`config.mk`:
```
export PLATFORM = sky130hd
export DESIGN_NAME = data_cache_fsm
export DESIGN_NICKNAME = d
export VERILOG_FILES = /design/src/source/cache_types_pkg.sv /design/src/source/mem_bus_pkg.sv /design/src/source/data_cache_fsm.sv
export VERILOG_INCLUDE_DIRS = /design/src /design/src/source
export SDC_FILE = /design/constraint.sdc
export NUM_CORES = 1
export LEC_CHECK = 0
export BUFFER_PORTS_ARGS = -buffer_cell sky130_fd_sc_hd__buf_4
export CAP_MARGIN = 10
export CORE_AREA = 2 2 108 110
export CTS_CLUSTER_DIAMETER = 80
export DETAILED_ROUTE_END_ITERATION = 6
export DIE_AREA = 0 0 110 112
export SYNTH_ARGS = -nofsm -noshare
export SYNTH_HDL_FRONTEND = slang
export SYNTH_SLANG_ARGS = --single-unit
```
`constraint.sdc`:
```
create_clock -name clk -period 11.3 [get_ports clk]
set_input_delay 2.26 -clock clk [delete_from_list [all_inputs] [get_ports clk]]
set_output_delay 2.26 -clock clk [all_outputs]
set_load 0.1 [all_outputs]
```
`src/source/cache_consts.svh`:
```
// --------------------
// Cache geometry and bus width macros.
// Address layout: tag [31:8], set [7:4], word [3:2], byte [1:0].
// --------------------
`ifndef CACHE_CONSTS_SVH
`define CACHE_CONSTS_SVH

// Bus widths.
`define CACHE_ADDR_W 32
`define CACHE_DATA_W 32

// Geometry.
`define CACHE_WAYS  4
`define CACHE_SETS  16
`define CACHE_WORDS 4

// Index and tag widths.
`define CACHE_WAY_W  2
`define CACHE_SET_W  4
`define CACHE_WORD_W 2
`define CACHE_TAG_W  24

`endif

```
`src/source/cache_types_pkg.sv`:
```
// --------------------
// CPU request and response structs, CPU opcode,
// controller states and address field types.
// --------------------
`include "cache_consts.svh"

package cache_types_pkg;

    // Address fields.
    typedef logic [`CACHE_TAG_W-1:0]  tag_t;
    typedef logic [`CACHE_SET_W-1:0]  set_idx_t;
    typedef logic [`CACHE_WORD_W-1:0] word_idx_t;
    typedef logic [`CACHE_WAY_W-1:0]  way_idx_t;

    typedef struct packed {
        tag_t      tag;
        set_idx_t  set;
        word_idx_t word;
        logic [1:0] byte_off;
    } cache_addr_t;

    typedef enum logic {
        OP_READ  = 1'b0,
        OP_WRITE = 1'b1
    } cpu_op_e;

    typedef enum logic [2:0] {
        ST_IDLE      = 3'd0,
        ST_COMPARE   = 3'd1,
        ST_WB_ADDR   = 3'd2,
        ST_WB_DATA   = 3'd3,
        ST_WB_RESP   = 3'd4,
        ST_FILL_ADDR = 3'd5,
        ST_FILL_DATA = 3'd6
    } cache_state_e;

    // CPU port.
    typedef struct packed {
        logic                     valid;
        cpu_op_e                  op;
        logic [`CACHE_ADDR_W-1:0] addr;
        logic [`CACHE_DATA_W-1:0] wdata;
    } cpu_req_t;

    typedef struct packed {
        logic                     done;
        logic [`CACHE_DATA_W-1:0] rdata;
    } cpu_rsp_t;

endpackage

```
`src/source/mem_bus_pkg.sv`:
```
// --------------------
// Memory bus channel structs.
// Read: address and data beats with last.
// Write: address, data beats with last, response.
// --------------------
`include "cache_consts.svh"

package mem_bus_pkg;

    // Read address out, read data in.
    typedef struct packed {
        logic                     arvalid;
        logic [`CACHE_ADDR_W-1:0] araddr;
    } mem_rd_req_t;

    typedef struct packed {
        logic                     arready;
        logic                     rvalid;
        logic [`CACHE_DATA_W-1:0] rdata;
        logic                     rlast;
    } mem_rd_rsp_t;

    // Write address and data out, handshakes in.
    typedef struct packed {
        logic                     awvalid;
        logic [`CACHE_ADDR_W-1:0] awaddr;
        logic                     wvalid;
        logic [`CACHE_DATA_W-1:0] wdata;
        logic                     wlast;
    } mem_wr_req_t;

    typedef struct packed {
        logic awready;
        logic wready;
        logic bvalid;
    } mem_wr_rsp_t;

endpackage

```
`src/source/data_cache_fsm.sv`:
```
// --------------------
// Cache controller FSM.
// Request register, compare, write-back and refill
// sequencing, memory handshake control.
// --------------------
`timescale 1ns/100ps
`include "cache_consts.svh"

module data_cache_fsm (
    input  logic                        clk,
    input  logic                        arst,
    input  cache_types_pkg::cpu_req_t   i_req,
    input  logic                        i_hit,
    input  logic                        i_victim_dirty,
    input  logic                        i_beat_last,
    input  mem_bus_pkg::mem_rd_rsp_t    i_rd_rsp,
    input  mem_bus_pkg::mem_wr_rsp_t    i_wr_rsp,
    output cache_types_pkg::cache_addr_t o_addr,
    output cache_types_pkg::cpu_op_e    o_op,
    output logic [`CACHE_DATA_W-1:0]    o_wdata,
    output logic                        o_done,
    output logic                        o_tag_write,
    output logic                        o_dirty_set,
    output logic                        o_lru_touch,
    output logic                        o_data_we,
    output logic                        o_data_src_fill,
    output logic                        o_use_victim,
    output logic                        o_cnt_clear,
    output logic                        o_cnt_step,
    output mem_bus_pkg::mem_rd_req_t    o_rd_req,
    output mem_bus_pkg::mem_wr_req_t    o_wr_ctl
);
    import cache_types_pkg::*;
    import mem_bus_pkg::*;

    cache_state_e state;
    cache_state_e state_nxt;

    // --------------------
    // Request register.
    // --------------------
    always_ff @(posedge clk) begin
        if (state == ST_IDLE && i_req.valid) begin
            o_addr  <= cache_addr_t'(i_req.addr);
            o_op    <= i_req.op;
            o_wdata <= i_req.wdata;
        end
    end

    always_ff @(posedge clk, posedge arst) begin
        if (arst) begin
            state <= ST_IDLE;
        end else begin
            state <= state_nxt;
        end
    end

    // Data array follows the victim way everywhere but compare.
    assign o_use_victim = (state != ST_COMPARE);

    // --------------------
    // Next state and outputs.
    // --------------------
    always_comb begin
        state_nxt       = state;
        o_done          = 1'b0;
        o_tag_write     = 1'b0;
        o_dirty_set     = 1'b0;
        o_lru_touch     = 1'b0;
        o_data_we       = 1'b0;
        o_data_src_fill = 1'b0;
        o_cnt_clear     = 1'b0;
        o_cnt_step      = 1'b0;
        o_rd_req        = '0;
        o_wr_ctl        = '0;
        // Refill always targets the aligned line of the request.
        o_rd_req.araddr = {o_addr.tag, o_addr.set, {(`CACHE_WORD_W + 2){1'b0}}};

        case (state)
            ST_IDLE: begin
                if (i_req.valid) begin
                    state_nxt = ST_COMPARE;
                end
            end

            ST_COMPARE: begin
                if (i_hit) begin
                    o_done      = 1'b1;
                    o_lru_touch = 1'b1;
                    if (o_op == OP_WRITE) begin
                        o_data_we   = 1'b1;
                        o_dirty_set = 1'b1;
                    end
                    state_nxt = ST_IDLE;
                end else begin
                    o_cnt_clear = 1'b1;
                    state_nxt   = i_victim_dirty ? ST_WB_ADDR : ST_FILL_ADDR;
                end
            end

            ST_WB_ADDR: begin
                o_wr_ctl.awvalid = 1'b1;
                if (i_wr_rsp.awready) begin
                    state_nxt = ST_WB_DATA;
                end
            end

            ST_WB_DATA: begin
                o_wr_ctl.wvalid = 1'b1;
                o_wr_ctl.wlast  = i_beat_last;
                if (i_wr_rsp.wready) begin
                    o_cnt_step = 1'b1;
                    if (i_beat_last) begin
                        state_nxt = ST_WB_RESP;
                    end
                end
            end

            // Beat index has wrapped back to 0 for the refill.
            ST_WB_RESP: begin
                if (i_wr_rsp.bvalid) begin
                    state_nxt = ST_FILL_ADDR;
                end
            end

            ST_FILL_ADDR: begin
                o_rd_req.arvalid = 1'b1;
                if (i_rd_rsp.arready) begin
                    state_nxt = ST_FILL_DATA;
                end
            end

            ST_FILL_DATA: begin
                if (i_rd_rsp.rvalid) begin
                    o_data_we       = 1'b1;
                    o_data_src_fill = 1'b1;
                    o_cnt_step      = 1'b1;
                    if (i_rd_rsp.rlast) begin
                        o_tag_write = 1'b1;
                        state_nxt   = ST_COMPARE;
                    end
                end
            end

            default: state_nxt = ST_IDLE;
        endcase
    end

    // --------------------
    // Checks.
    // --------------------
    a_rlast_on_last_beat: assert property (@(posedge clk) disable iff (arst)
        (i_rd_rsp.rvalid && i_rd_rsp.rlast) |-> i_beat_last)
        else $error("rlast out of step with the beat counter.");

    a_one_addr_channel: assert property (@(posedge clk) disable iff (arst)
        !(o_rd_req.arvalid && o_wr_ctl.awvalid))
        else $error("arvalid and awvalid high together.");

endmodule

```
[Word level (Yosys, flattened, before mapping)]
Cells that the tools add are included.
Cells by class
  reductions and logical operators: 3
  equality and inequality tests: 15
  muxes and demuxes: 30
Operator list (number)
  3-bit two-way mux: 10
  3-bit case mux with 7 select lines: 1
  1-bit two-way mux: 17
  2-bit != test, second input constant: 8
  3-bit equality test, second input constant: 3
  8-bit AND reduction: 1
  3-bit by 2-bit equality test with 1-bit output, second input constant: 2
  1-bit case mux with 2 select lines: 2
  3-bit by 1-bit equality test with 1-bit output, second input constant: 1
  3-bit zero test: 1
  3-bit by 1-bit != test with 1-bit output, second input constant: 1
  1-bit logical AND: 1
Word-level totals
  register bits after elaboration: 68
  output and inout port bits: 174
  input bits: 109

[Logic depth before layout (Yosys ltp)]
  depth after elaboration: 3
  mapped depth: 5
  mapped depth without buffers: 4

[Least setup slack after synthesis]
OpenSTA, ideal clock, no wires.
  path kind: in2reg
  start point: input i_req[65] (netlist name)
  end point: register o_addr[0] (netlist name), enable pin
  stages: 1
  setup slack: 1778 ps
  buffers on the path: 0
  setup time: 672 ps
  data arrival time: 8850 ps
  cell sequence: nor4b_1
Between the ends
  cells in the longest elaborated chain, start to end: 1
Ends and longest elaborated chain
  start, declared: RTL line data_cache_fsm.sv:12  | input cache_types_pkg::cpu_req_t i_req,
  1-bit logical AND: RTL line data_cache_fsm.sv:43  | if (state == ST_IDLE && i_req.valid) begin
  end signal, assigned: RTL line data_cache_fsm.sv:44  | o_addr <= cache_addr_t'(i_req.addr);
  end, declared: RTL line data_cache_fsm.sv:18  | output cache_types_pkg::cache_addr_t o_addr,
Every way passes these cells.
A chain may end at the register's enable or synchronous reset.

[Worst setup path in the final report]
  start point: input i_hit
  end point: output o_data_we
Between the ends
  cells in the longest elaborated chain, start to end: 2
Ends and longest elaborated chain
  start, declared: RTL line data_cache_fsm.sv:13  | input logic i_hit,
  1-bit two-way mux: RTL line data_cache_fsm.sv:87  | if (i_hit) begin
  1-bit case mux with 2 select lines: RTL line data_cache_fsm.sv:79  | case (state)
  end, declared: RTL line data_cache_fsm.sv:25  | output logic o_data_we,
Every way passes these cells.

==> metrics.md <==
| Metric | Value |
|---|---|
| Mapped Cells | 208 |
| Worst Skew | 6.36 ps |
| Register-to-Register Path Depth | 2 |
| CP startpoint kind | input port |
| Num CTS Buffers | 9 |
| Share of layout cells above drive strength 1 | 53.4% |
| Die area | 12300 µm² |
| I/O pin cnt | 283 |
| Pint | 0.000617 W |
| Final ANT Viol Nets | 0 |
| Maximum VDD drop | 147 µV |
| Fmax | 180 MHz |
| CTS tree | done |
| CP Capture Type | output port |
| Fillers | 1034 |
| Ant diodes | 0 |
| Worst Path Class, Setup | input port to output port |
| Register share of total power | 27.6% |
| Critical path fanouts, max | 4 |
| Worst-Skew Late Latency | 320 ps |
| Final wirelength | 6320 µm |
| Synth warn | 0 |
| Core area | 11200 µm² |
| WL/cell | 12.2 µm |
| Pwr dens | 290 nW/µm² |
| P_leak | 1.99 nW |
| GRT overflow | 0 |
| Post-DP HPWL | 4990 µm |
| Rows | 39 |
| GRT Overall Usage | 10.1% |
| Async set-reset flop share out of synthesis | 4.41% |
| Setup TNS | 0 ps |
| Clk network pwr share | 22.6% |
| Final Cell Area | 4390 µm² |
| Vias in the first global route | 1826 |
| Crit path required time | 9040 ps |
| Max-slew violations | 0 |
| Clock Path Buffers | 2 |
| Rel. slew slack | 44.2% |
| Initial DRC Count | 82 |
| Port bufs | 182 |
| DR vias/cell | 3.66 |
| Most used DFF post-synth | edfxtp_1 |
| Mapped Area | 3030 µm² |
| Comb pwr share | 49.8% |
| FF+latch count, synth | 68 |
| Synth-to-layout area growth | 45.0% |
| First-pass DRT Iterations | 4 |
| Max-Cap Viols | 0 |
| Antenna violations before repair | 0 |
| Status | completed |
| Number of H-tree levels | 3 |
| Library cells used by synthesis | 31 |
| Final number of hold-violating endpoints | 0 |
| Min Tclk post-route | 5550 ps |
| Clock sinks | 68 |
| Clock-pin slew on the worst setup and hold paths | 50 ps |
| Net Sw Power | 0.000657 W |
| Post-CTS Setup Bufs | 0 |
| Die Wd | 110 µm |
| Clock root buffer master | clkbuf_16 |
| Sequential area share after synthesis | 66.9% |
| Post-placement cell area | 4090 µm² |
| Worst path arrival time | 3290 ps |
| First-pass GRT wire length | 9040 µm |
| Hold path cells | 1 |
| Sw frac | 51.5% |
| Starting Density | 27.1% |
| RD Place Congestion | 0.749 |
| Period utilization | 49.1% |
| Post-synth EDFFs | 65 |
| Final Setup Violations | 0 |
| Pin count of the biggest net entering global routing | 66 |
| Post-route DRC | 0 |
| Layout Nets | 478 |
| Hold WC Path Type | register to register |
| Cts repair resizes | 0 |
| Seq. cell area | 2030 µm² |
| Hold_buf cts | 0 |
| Multi-input logic area | 500 µm² |
| Vias | 1886 |
| Worst-margin pin slew | 837 ps |
| Die H | 112 µm |
| RSZ-0062 raised after global routing | no |
| Syn Area/Cell | 14.6 µm² |
==> final timing paths <==
path                                         to                  from  slack (ps)
setup / recovery                      o_data_we                 i_hit        5750
hold / removal             state[1]$_DFFE_PP0P_  state[1]$_DFFE_PP0P_         710
setup reg to reg           o_addr[31]$_DFFE_PP_  state[0]$_DFFE_PP0P_        9290
hold reg to reg            state[1]$_DFFE_PP0P_  state[1]$_DFFE_PP0P_         710
max in group asynchronous  state[0]$_DFFE_PP0P_                  arst        9360
min in group asynchronous  state[0]$_DFFE_PP0P_                  arst        1810
==> registers in the layout, indices dropped and copies added, names as in the netlist <==
name     flops
o_op         1
o_wdata     32
o_addr      32
state        3
==> final cells by class <==
type | instances | share of cell area [%]
Multi-Input combinational cell | 105 | 11.4
Tap cell | 143 | 4.07
Clock buffer | 10 | 5.21
Inverter | 2 | 0.171
Clock inverter | 5 | 1.77
Sequential cell | 68 | 46.1
Timing Repair Buffer | 183 | 31.3
==> synthesized netlist by cell type, drive strengths merged, types with 2 or more instances <==
| cell type | n | area [µm²] |
|---|---|---|
| buf | 99 | 741 |
| dfrtp | 3 | 75.1 |
| mux2 | 2 | 22.5 |
| nand2 | 2 | 7.51 |
| nor2 | 5 | 18.8 |
| or2 | 2 | 12.5 |
| a21oi | 2 | 10.0 |
| edfxtp | 65 | 1950 |
| nor3 | 2 | 10.0 |
| nand2b | 3 | 21.3 |
| and2 | 4 | 25.0 |
| o21ai | 2 | 10.0 |
| inv | 2 | 7.51 |
==> cell families after synthesis <==
family | synth area share, %
compound gates | 2.15
buf+inv | 25.1
flops | 66.9
mux | 1.07
other cells | 0.124
simple gates | 4.67
==> worst max-delay path, stage by stage <==
cell and delay [ps]:
buf_4 100, inv_1 50, nor3_1 310, and2_1 190, or2_1 100, buf_4 280
==> layer usage <==
| metal | vias up | global-route usage, % | share of wire, % | routed length (µm) |
|---|---|---|---|---|
| met3 | 6 | 5.68 | 14 | 886 |
| met1 | 852 | 9.07 | 31 | 1950 |
| met2 | 154 | 17.7 | 53 | 3380 |
| li1 | 874 | - | - | - |
| met5 | - | 0 | 0 | 0 |
| met4 | 0 | 5.06 | 1.7 | 108 |
==> layout by cell type (no fill, tap or decap), drive strengths merged, types with 2 or more instances in the layout <==
cell and n:
bufinv 2, nand2b 3, clkbuf 10, nand2 2
conb 68, buf 183, or2 2, o21ai 2
edfxtp 65, nor3 2, inv 2, a21oi 2
and2 4, nor2 5, clkinv 3, dfrtp 3
mux2 2
==> metrics by stage <==
stage	power, W	hold WS, ps	utilization [%]	setup slack (ps)	std cells
finish	0.00127	707	39.3	5750	516
CTS	0.00129	706	39.3	5680	516
global route	0.00132	751	39.3	5630	516
detailed placement	0.000995	692	36.6	5680	501
global placement	0.000993	672	36.6	5660	501
floorplan	0.000925	584	-	1780	275
==> power groups by stage <==
stage          combinational (W)  sequential (W)  clock [W]
2_1_floorplan           0.000370        0.000554          0
3_3_place_gp            0.000637        0.000355          0
3_5_place_dp            0.000638        0.000357          0
4_1_cts                 0.000638        0.000352   0.000298
5_1_grt                 0.000651        0.000357   0.000307
6_report                0.000635        0.000352   0.000287
Power figures use the tool's default switching activity.
