[src/source/cache_consts.svh]
// --------------------
// Cache geometry and bus width macros.
// Address layout: tag [31:8], set [7:4], word [3:2], byte [1:0].
// --------------------
`ifndef CACHE_CONSTS_SVH
`define CACHE_CONSTS_SVH

// Bus widths.
`define CACHE_ADDR_W 32
`define CACHE_DATA_W 32

// Geometry.
`define CACHE_WAYS  4
`define CACHE_SETS  16
`define CACHE_WORDS 4

// Index and tag widths.
`define CACHE_WAY_W  2
`define CACHE_SET_W  4
`define CACHE_WORD_W 2
`define CACHE_TAG_W  24

`endif

[src/source/cache_types_pkg.sv]
// --------------------
// CPU request and response structs, CPU opcode,
// controller states and address field types.
// --------------------
`include "cache_consts.svh"

package cache_types_pkg;

    // Address fields.
    typedef logic [`CACHE_TAG_W-1:0]  tag_t;
    typedef logic [`CACHE_SET_W-1:0]  set_idx_t;
    typedef logic [`CACHE_WORD_W-1:0] word_idx_t;
    typedef logic [`CACHE_WAY_W-1:0]  way_idx_t;

    typedef struct packed {
        tag_t      tag;
        set_idx_t  set;
        word_idx_t word;
        logic [1:0] byte_off;
    } cache_addr_t;

    typedef enum logic {
        OP_READ  = 1'b0,
        OP_WRITE = 1'b1
    } cpu_op_e;

    typedef enum logic [2:0] {
        ST_IDLE      = 3'd0,
        ST_COMPARE   = 3'd1,
        ST_WB_ADDR   = 3'd2,
        ST_WB_DATA   = 3'd3,
        ST_WB_RESP   = 3'd4,
        ST_FILL_ADDR = 3'd5,
        ST_FILL_DATA = 3'd6
    } cache_state_e;

    // CPU port.
    typedef struct packed {
        logic                     valid;
        cpu_op_e                  op;
        logic [`CACHE_ADDR_W-1:0] addr;
        logic [`CACHE_DATA_W-1:0] wdata;
    } cpu_req_t;

    typedef struct packed {
        logic                     done;
        logic [`CACHE_DATA_W-1:0] rdata;
    } cpu_rsp_t;

endpackage

[src/source/lru_tracker.sv]
// --------------------
// Per-set LRU ages and victim way choice.
// --------------------
`timescale 1ns/100ps
`include "cache_consts.svh"

module lru_tracker (
    input  logic                       clk,
    input  logic                       arst,
    input  cache_types_pkg::set_idx_t  i_set,
    input  logic                       i_touch,
    input  cache_types_pkg::way_idx_t  i_way,
    output cache_types_pkg::way_idx_t  o_victim_way
);
    import cache_types_pkg::*;

    // Age 0 is most recent, age 3 is the victim.
    logic [`CACHE_WAY_W-1:0] age_q [`CACHE_SETS][`CACHE_WAYS];

    always_ff @(posedge clk, posedge arst) begin
        if (arst) begin
            for (int s = 0; s < `CACHE_SETS; s++) begin
                for (int w = 0; w < `CACHE_WAYS; w++) begin
                    age_q[s][w] <= way_idx_t'(w);
                end
            end
        end else if (i_touch) begin
            for (int w = 0; w < `CACHE_WAYS; w++) begin
                if (way_idx_t'(w) == i_way) begin
                    age_q[i_set][w] <= '0;
                end else if (age_q[i_set][w] < age_q[i_set][i_way]) begin
                    age_q[i_set][w] <= age_q[i_set][w] + 1'b1;
                end
            end
        end
    end

    always_comb begin
        o_victim_way = '0;
        for (int w = 0; w < `CACHE_WAYS; w++) begin
            if (age_q[i_set][w] == '1) begin
                o_victim_way = way_idx_t'(w);
            end
        end
    end

endmodule

[config.mk]
export PLATFORM = sky130hd
export DESIGN_NAME = lru_tracker
export DESIGN_NICKNAME = d
export VERILOG_FILES = /design/src/source/cache_types_pkg.sv /design/src/source/lru_tracker.sv
export VERILOG_INCLUDE_DIRS = /design/src /design/src/source
export SDC_FILE = /design/constraint.sdc
export NUM_CORES = 1
export LEC_CHECK = 0
export BUFFER_PORTS_ARGS = -buffer_cell sky130_fd_sc_hd__buf_2
export CORE_ASPECT_RATIO = 1.75
export CORE_MARGIN = 1
export CORE_UTILIZATION = 45
export CTS_CLUSTER_DIAMETER = 30
export DETAILED_ROUTE_END_ITERATION = 8
export SETUP_SLACK_MARGIN = 0.02
export SLEW_MARGIN = 10
export SYNTH_ARGS = -nofsm -noshare
export SYNTH_HDL_FRONTEND = slang
export SYNTH_SLANG_ARGS = --single-unit
[constraint.sdc]
create_clock -name clk -period 6.1 [get_ports clk]
set_input_delay 0 -clock clk [delete_from_list [all_inputs] [get_ports clk]]
set_output_delay 0 -clock clk [all_outputs]
set_load 0.005 [all_outputs]
**Word-level counts from Yosys, hierarchy flattened**

Cells that the tools add are included.

- Logic and storage cells: 125
- Input port bits: 9
- Register bits: 128

- $add $sub $neg: 4
- Muxes and demuxes: 32
- Bitwise gates (word level): 10
- Equal/unequal tests: 6
- Magnitude comparators: 7
- Reductions and logical operators: 2

Operator list:

| kind | number |
|---|---|
| 128-bit 2-to-1 mux | 11 |
| 128-bit bitwise AND | 4 |
| 128-bit bitwise mux | 4 |
| 128-bit NOT | 4 |
| 8-bit demux with 4-bit select | 4 |
| 8-bit binary-select mux with 4-bit select | 1 |
| 8-bit 2-to-1 mux | 3 |
| 2-bit 2-to-1 mux | 5 |
| 2-bit by 1-bit adder with 2-bit output, second input constant | 4 |
| 2-bit less-than comparator | 4 |
| 2-bit == test, second input constant | 3 |
| 6-bit 2-to-1 mux | 1 |
| 5-bit greater-or-equal comparator, second input constant | 1 |
| 5-bit by 1-bit less-than comparator with 1-bit output, second input constant | 1 |
| 4-bit NOT with 5-bit output | 1 |
| 2-bit binary-select mux with 2-bit select | 1 |
| 2-bit == test, first input constant | 2 |
| 4-bit 2-to-1 mux | 1 |
| 3-bit greater-or-equal comparator, second input constant | 1 |
| 2-bit NOT with 3-bit output | 1 |
| 1-bit by 2-bit == test with 1-bit output, first input constant | 1 |
| 2-bit logical NOT | 1 |
| 1-bit logical AND | 1 |
| 1-bit 2-to-1 mux | 1 |

**Depth between registers and ports, before layout**

Gate-level depths: netlist of run 1.

- Word-level depth: 22
- Depth in mapped cells: 17

**Worst setup path before layout of run 1**

OpenSTA, ideal clock, no wires.

- Kind: input port to flip-flop
- Start: in i_set[0]
- End: reg age_q[125] (netlist name)
- Path buffers: 4
- Path slack: 1.968 ns
- Stages on the path: 13
- Data arrival time: 4.008 ns
- Cell sequence: buf_6 -> clkbuf_1 -> clkbuf_1 -> mux4_2 -> mux4_2 -> mux4_2 -> inv_1 -> ha_1 -> nor3b_1 -> clkbuf_1 -> o21ai_0 -> o21a_1 -> mux2_2

- Longest elaborated chain between the ends: 22

RTL lines:

| what | RTL line | RTL |
|---|---|---|
| from (decl) | lru_tracker.sv:10 | `input cache_types_pkg::set_idx_t i_set,` |
| 4-bit NOT with 5-bit output (implied by the code) (*) | lru_tracker.sv:30, lru_tracker.sv:31, lru_tracker.sv:32 |  |
| 8-bit binary-select mux with 4-bit select | lru_tracker.sv:31, lru_tracker.sv:32 |  |
| 8-bit 2-to-1 mux (implied by the code) (2 in series) | lru_tracker.sv:31, lru_tracker.sv:32 |  |
| 2-bit binary-select mux with 2-bit select | lru_tracker.sv:31 | `end else if (age_q[i_set][w] < age_q[i_set][i_way]) begin` |
| 2-bit 2-to-1 mux (implied by the code) (2 in series) | lru_tracker.sv:31 |  |
| 2-bit less-than comparator | lru_tracker.sv:31 |  |
| 128-bit 2-to-1 mux | lru_tracker.sv:31 |  |
| 128-bit 2-to-1 mux | lru_tracker.sv:29 | `if (way_idx_t'(w) == i_way) begin` |
| [... 4 more ...] | n/a |  |
| 128-bit 2-to-1 mux | lru_tracker.sv:27 | `end else if (i_touch) begin` |
| 128-bit bitwise mux | lru_tracker.sv:32 | `age_q[i_set][w] <= age_q[i_set][w] + 1'b1;` |
| 128-bit 2-to-1 mux | lru_tracker.sv:31 |  |
| 128-bit 2-to-1 mux | lru_tracker.sv:29 |  |
| 128-bit 2-to-1 mux | lru_tracker.sv:27 |  |
| 128-bit bitwise mux | lru_tracker.sv:32 |  |
| 128-bit 2-to-1 mux | lru_tracker.sv:31 |  |
| 128-bit 2-to-1 mux (*) | lru_tracker.sv:29 |  |
| to (signal, indexed assignment) | lru_tracker.sv:24 | `age_q[s][w] <= way_idx_t'(w);` |
| to (signal, indexed assignment) | lru_tracker.sv:32 |  |
| to (decl) | lru_tracker.sv:18 | `` logic [`CACHE_WAY_W-1:0] age_q [`CACHE_SETS][`CACHE_WAYS]; `` |

Every way passes the cells marked *; elsewhere a longest branch is shown, timed or not. The select of a mux whose other input is x is not followed.
A chain may end at the register's enable or synchronous reset.

**Worst setup path after layout of run 1**

- Start: in i_set[1]
- End: reg age_q[86] (netlist name)

The elaborated chain is that of the path after synthesis.

==> results of run 1 <==
-- per-layer routing --
layer  vias up  GRT usage  wire (microns)
met4         0      0.171            1280
met3        70     0.0430            1110
li1       2663          -               -
met1      3012      0.318            8430
met2       203      0.403           10400
met5         -          0               0
-- stage by stage --
step	setup WS, ps	hold slack [ps]
finish	1840	189
global route	1610	208
CTS	1960	178
detailed placement	1490	128
global placement	1590	110
floorplan	1970	382
-- how the worst min path moves through the flow --
stage | cells after the start | slack, ps | to | startpoint
2_1_floorplan | 3 | 380 | age_q[15] | i_touch
3_3_place_gp | 2 | 110 | age_q[21] | arst
3_5_place_dp | 2 | 130 | age_q[37] | arst
4_1_cts | 3 | 180 | age_q[23] | i_set[3]
5_1_grt | 3 | 210 | age_q[22] | i_set[3]
6_report | 3 | 190 | age_q[71] | i_set[0]
-- power by group through the flow --
stage | registers [mW] | logic, mW | clock network (mW)
3_5_place_dp | 0.998 | 0.338 | 0
2_1_floorplan | 0.983 | 0.256 | 0
3_3_place_gp | 0.995 | 0.330 | 0
5_1_grt | 0.994 | 0.371 | 1.09
6_report | 0.986 | 0.341 | 1.04
4_1_cts | 0.986 | 0.339 | 1.05
-- layout by cell type (no fill, tap or decap), types with 5 or more instances in the layout --
| cell | count |
|---|---|
| clkbuf_16 | 17 |
| buf_2 | 10 |
| o21a_1 | 32 |
| o31ai_1 | 32 |
| a22oi_1 | 11 |
| mux2i_1 | 32 |
| ha_1 | 7 |
| nand2b_1 | 5 |
| mux2_2 | 95 |
| o311ai_0 | 32 |
| nand3_1 | 12 |
| nor2_1 | 21 |
| o21ai_0 | 82 |
| dfstp_2 | 64 |
| nand4_1 | 5 |
| nand2_1 | 72 |
| clkbuf_8 | 5 |
| nor2b_1 | 11 |
| nor3_1 | 8 |
| buf_4 | 16 |
| mux4_2 | 21 |
| dfrtp_1 | 64 |
-- logic make-up after synthesis --
group           after synthesis  synth area share
simple gates                154            0.0950
compound gates              208             0.188
buf+inv                      61            0.0380
mux                         149             0.242
fa+ha+maj                     7            0.0113
flops                       128             0.425
xor+xnor                      1           0.00113
-- worst max-delay path, delay by kind of cell --
kind | cells | cell delay (ps)
buffers and inverters | 5 | 1870
muxes | 3 | 1550
and+or+nand+nor | 3 | 530
AOI/OAI and AO/OA | 2 | 280
adders and majority gates | 1 | 240
-- area by class of cell --
| cell class | instances | share of cell area |
|---|---|---|
| sequential | 128 | 0.384 |
| clock buffer | 23 | 0.0583 |
| clock inverter | 9 | 0.0123 |
| multi-input combinational | 519 | 0.488 |
| tap | 227 | 0.0332 |
| inverter | 5 | 0.00249 |
| timing repair buffer | 27 | 0.0211 |
-- cells in the mapped netlist, types with 2 or more instances --
library cell / count
nand3_1: 12
nand2_1: 72
or2_2: 2
o311ai_0: 32
inv_1: 5
o21bai_1: 3
nor3_1: 9
mux2_2: 95
buf_2: 9
nand2b_1: 5
mux2i_1: 32
o21a_1: 32
buf_1: 4
and2_0: 2
a22o_1: 3
dfrtp_1: 64
buf_4: 2
o21ai_0: 82
clkbuf_1: 36
a2111oi_4: 2
buf_6: 4
nor3b_1: 4
nand4_1: 5
ha_1: 7
a41oi_2: 2
o31ai_1: 32
nand4b_1: 2
nor2_1: 21
nor2b_1: 11
a21oi_1: 5
a22oi_1: 11
dfstp_2: 64
mux4_2: 21
-- timing repair --
item,4_1_cts,5_1_grt
endpoints found under the setup margin,0,0
hold buffers,1,0
hold endpoints to repair,12,0
==> impl_metrics.csv, run 1 <==
group,metric,value,unit
pwr,p_clk_frac,0.440,
floorplan,ios,11,
yosys,async_flop_share,1.00,
sta,setup_viol,0,
route,drtIter0Drc,419,
finish,antenna_cells,0,
sta,setup_tns,0,ps
finish,fin_nets,714,
pwr,combPwrFrac,0.144,
placement,place_area,7920,sq um
finish,largest_register_ffs,128,
critical_path,critPathCaptureType,"flip-flop",
yosys,yosysWarnings,0,
pwr,switchingPower,638,uW
yosys,synth_nets,724,
critical_path,rr_startpoint,"age_q[71]",
finish,finalNonFillerCells,938,
critical_path,crit_arrival,4540,ps
finish,multi_input_area,4170,sq um
floorplan,rows,63,
sta,tightest_slew,1300,ps
cts,cts_buffers,17,
yosys,synth.ff_latch_count,128,
floorplan,die_h,175,microns
grt,grt_max_degree,79,
critical_path,cp_data_required_time,6380,ps
pwr,seqPwrFrac,0.416,
job,drv_cap,0,
worst_hold_path,holdCritPathClass,"in -> reg",
cts,post_cts_buffers,0,
cts,cts.repair.resized,0,
sta,period_needed,4260,ps
critical_path,ff2ff_path_depth,12,
finish,area_growth,10.5,%
pwr,totalPowerFinal,2.37,mW
grt,grt_pass1_wl,33700,microns
placement,place_hpwl,14600,microns
cts,cts_tree,"yes",
route,drt_pass1_iterations,5,
cts,cts_root_buf,"clkbuf_16",
sta,timing.final.max_slew_violations,0,
route,drt_wl_total,21300,microns
pwr,vdd_ir_drop_max,185,uV
yosys,yosysTopAreaCellShare,0.217,
yosys,synth_seq_area_share,0.425,
route,num_vias,5948,
critical_path,worst_path_max_delay_cell,"buf_2",
finish,regMostFlops,"age_q",
sta,skew,8.93,ps
cts,clock_latency,430,ps
yosys,yosys.area.top_type,"dfstp_2",
yosys,synthTopCellsByArea,"dfstp_2, dfrtp_1, mux2_2",
critical_path,worstSetupPathType,"in -> reg",
critical_path,r2r_setup_slack,2170,ps
route,postRouteAntennaNets,0,
placement,io_buffers,10,
grt,grt_pass1_vias,5827,
run_status,outcome,"finished clean",
pwr,power.density,277,nW/um^2
grt,grt_antenna_before_repair,0,
sta,slew_headroom,0.130,
cts,clock_path_buffers,2,
critical_path,critPathMaxStageDelay,720,ps
yosys,syn-instance-count,708,
sta,fin_crit_sh,0.699,
cts,cts_max_level,4,
finish,fin_util,0.506,
cts,cts.sinks,128,
critical_path,endpoint,"age_q[86]",
critical_path,start_kind,"input port",
finish,drive_above_1_share,0.352,
critical_path,rr_endpoint,"age_q[86]",
yosys,synth_edf_count,0,
yosys,avgSynthCellArea,10.9,sq um
finish,seq_area,3280,sq um
critical_path,path_cells,"buf_2, buf_4, mux4_2, mux4_2, mux4_2, inv_1, ha_1, nand2b_1, buf_4, nor2_1, nor2_1, o31a_1, buf_4, o31ai_1",
finish,n_fill_cell,1546,
pwr,switching_share,0.269,
floorplan,dieWidth,101,microns
sta,rsz0062_at_grt,"false",
placement,gp_congestion,0.910,
floorplan,dieArea,17700,sq um
grt,overflow,0,
cts,clk_pin_slew,60,ps
route,detail_route.wl_per_cell,22.7,microns
pwr,power_leakage,3.33,nW
critical_path,cp-startpoint,"i_set[1]",
pwr,internal_power,1.73,mW
floorplan,initial_utilization,0.458,
route,vias_per_cell,6.34,
finish,design_area,8540,sq um
yosys,synth_flop_cell,"dfstp_2",
critical_path,path_max_fanout,34,
floorplan,coreArea,16900,sq um
placement,dp.cells,905,
yosys,syn_area,7730,sq um
sta,fmax,235,MHz
sta,hold_viol_final,0,
route,drc,0,
yosys,yosysUniqueCellTypes,49,
grt,track_usage,0.256,
finish,top_regs,"age_q x128",
(Power assumes the default switching activity.)
==> run 2: changes to the inputs <==
--- a/config.mk
+++ b/config.mk
@@ -6,6 +6,7 @@
 export SDC_FILE = /design/constraint.sdc
 export NUM_CORES = 1
 export LEC_CHECK = 0
+export ABC_AREA = 1
 export BUFFER_PORTS_ARGS = -buffer_cell sky130_fd_sc_hd__buf_2
 export CORE_ASPECT_RATIO = 1.75
 export CORE_MARGIN = 1
==> constraint.sdc (replaced) <==
create_clock -name clk -period 4.4 [get_ports clk]
set_input_delay 0 -clock clk [delete_from_list [all_inputs] [get_ports clk]]
set_output_delay 0 -clock clk [all_outputs]
set_load 0.005 [all_outputs]
==> run 2 against run 1 <==
Net effect: sequential power increased by 20%; via count up 79%; global-route usage up 5.8 points; non-clock buffer count grew 17; die area up 27%; worst hold slack better by 33 ps; critical path depth up 1; count of clock-buffer cells in the layout increased by 2; final area grew 24%; highest routed layer unchanged.
==> impl_metrics.csv, run 2 <==
group,metric,value,unit
run_status,outcome,"finished clean",
route,num_vias,10600,
yosys,synth_edf_count,0,
cts,cts_tree,"yes",
yosys,yosys.area.top_type,"nand2_1",
yosys,synth_seq_area_share,0.333,
floorplan,ios,11,
yosys,synth_most_common_cell,"nand2_1",
grt,grt_pass1_wl,53400,microns
grt,grt_antenna_before_repair,0,
sta,fmax,313,MHz
finish,antenna_cells,0,
floorplan,die_h,198,microns
yosys,synth.ff_latch_count,128,
floorplan,rows,71,
finish,regMostFlops,"age_q",
cts,clock_path_buffers,2,
yosys,syn_area,9850,sq um
sta,fin_crit_sh,0.725,
yosys,synth_fa_ha_area_frac,0.00889,
finish,fin_nets,1601,
yosys,avgSynthCellArea,6.04,sq um
worst_hold_path,holdCritPathClass,"in -> async",
sta,timing.final.max_slew_violations,0,
finish,largest_register_ffs,128,
yosys,yosysUniqueCellTypes,22,
yosys,synth_top_family_by_area,"simple AND/OR/NAND/NOR gates",
sta,hold_viol_final,0,
sta,setup_viol,0,
pwr,power.density,271,nW/um^2
finish,final_cell_mix,"nand2_1, nand3_1, nor2_1, a21oi_1",
route,drt_pass1_iterations,5,
critical_path,path_max_fanout,36,
finish,top_regs,"age_q x128",
yosys,synth-compound-area-share,0.0622,
critical_path,worstSetupPathType,"reg -> reg",
cts,clock_latency,450,ps
sta,period_needed,3190,ps
grt,grt_pass1_vias,9895,
route,detail_route.wl_per_cell,17.8,microns
job,drv_cap,0,
yosys,synth_mux_area_frac,0,
route,drtIter0Drc,960,
finish,area_growth,7.26,%
placement,gp_congestion,0.863,
yosys,yosysTopAreaCellShare,0.260,
yosys,synthSimpleGateAreaFrac,0.523,
yosys,synth-xor-area-share,0,
placement,place_hpwl,21200,microns
cts,clk_pin_slew,60,ps
sta,hold_ws,222,ps
route,postRouteAntennaNets,0,
yosys,synth_flop_cell,"dfstp_2",
cts,cts_max_level,4,
sta,tightest_slew,989,ps
yosys,synth_nets,1647,
finish,layout_commonest_cell,"nand2_1",
placement,io_buffers,10,
route,drt_wl_total,33700,microns
cts,cts.repair.resized,0,
yosys,syn-instance-count,1631,
cts,cts_buffers,17,
critical_path,cp_data_required_time,4740,ps
floorplan,coreArea,21500,sq um
yosys,synth_common_cells,"nand2_1, nand3_1, nor2_1",
finish,drive_above_1_share,0.0984,
yosys,synthTopCellsByArea,"nand2_1, nand3_1, dfstp_2",
critical_path,r2r_setup_slack,1210,ps
sta,skew,9.58,ps
critical_path,critPathCaptureType,"flip-flop",
critical_path,start_kind,"flip-flop",
sta,slew_headroom,0.338,
grt,overflow,0,
yosys,async_flop_share,1.00,
pwr,vdd_ir_drop_max,266,uV
cts,cts_root_buf,"clkbuf_16",
sta,rsz0062_at_grt,"false",
placement,dpl_worst_slack,834,ps
cts,cts.sinks,128,
floorplan,dieArea,22500,sq um
sta,fin_ws,1210,ps
grt,grt_max_degree,53,
pwr,power_leakage,5.39,nW
yosys,yosysWarnings,0,
route,vias_per_cell,5.63,
floorplan,initial_utilization,0.458,
floorplan,dieWidth,114,microns
sta,setup_tns,0,ps
critical_path,crit_arrival,3530,ps
grt,track_usage,0.313,
route,drc,0,
==> run 2: changes by cell type in the layout (fill, tap and decap cells not counted), moves of 21 or more <==
cell | previous run | this run
o311ai_0 | 32 | 0
mux2i_1 | 32 | 0
nor2_1 | 21 | 152
o21ai_0 | 82 | 0
a22oi_1 | 11 | 33
o21a_1 | 32 | 0
nand3_1 | 12 | 386
nand2_1 | 72 | 682
mux2_2 | 95 | 0
mux4_2 | 21 | 0
o31ai_1 | 32 | 0
a21oi_1 | 4 | 73
==> run 2: worst max-delay path, cell delays in order (launching register included) <==
cell and delay, ps:
dfstp_2 390, a22oi_1 190, a21oi_1 90, or2_2 290, or3_1 360, nand2_1 90, nand2_1 40, a21oi_1 330
ha_1 300, nand2_1 80, nand2_1 50, nand2_1 370, buf_12 260, nand2_1 90, nand2_1 70, nand2_1 50
==> run 2: layout make-up <==
type | instances | area, sq um
Clock buffer | 25 | 515
Clock inverter | 5 | 52.6
Fill cell | 2344 | 10900
Inverter | 46 | 175
Multi-Input combinational cell | 1348 | 5860
Sequential cell | 128 | 3280
Tap cell | 292 | 365
Timing Repair Buffer | 44 | 320
==> run 2: worst paths after layout <==
kind                                start          to  cells past startpoint
max in group asynchronous            arst   age_q[59]                      4
worst min register to register  age_q[72]   age_q[72]                      2
min in group clk                 i_way[1]  age_q[108]                      7
worst max register to register  age_q[65]    age_q[5]                     15
worst max-delay path            age_q[65]    age_q[5]                     15
worst min-delay path                 arst   age_q[69]                      3
==> run 2: power by group <==
group	leakage (nW)	switching, mW	internal (mW)
Sequential	1.55	0	1.18
Combinational	3.56	0.228	0.0427
Clock	0.281	0.561	0.857
==> run 2: cells by family (layout without fill, tap and decap cells) <==
| family | Yosys count | after routing |
|---|---|---|
| fa+ha+maj | 7 | 7 |
| compound gates | 106 | 106 |
| flops | 128 | 128 |
| simple gates | 1235 | 1235 |
| buf+inv | 155 | 120 |
==> run 2: metrics by stage <==
| step | power (mW) | cell area (sq um) | util | std cells |
|---|---|---|---|---|
| after floorplan | 1.38 | 9850 | - | 1631 |
| after global placement | 1.46 | 9990 | 0.465 | 1857 |
| after detailed placement | 1.46 | 9990 | 0.465 | 1857 |
| after CTS | 2.89 | 10600 | 0.492 | 1888 |
| after global routing | 2.95 | 10600 | 0.492 | 1888 |
| final | 2.87 | 10600 | 0.492 | 1888 |
==> run 2: metal layers <==
layer	global-route usage	vias up	wire (microns)
li1	-	5235	-
met5	0	-	0
met4	0.178	0	1730
met1	0.380	4959	13800
met2	0.524	347	16300
met3	0.0517	87	1850
==> run 2: what timing repair did <==
item,CTS,global route
endpoints found under the hold margin,25,0
hold buffers,1,0
buffers inserted,0,0
setup endpoints to repair,0,0
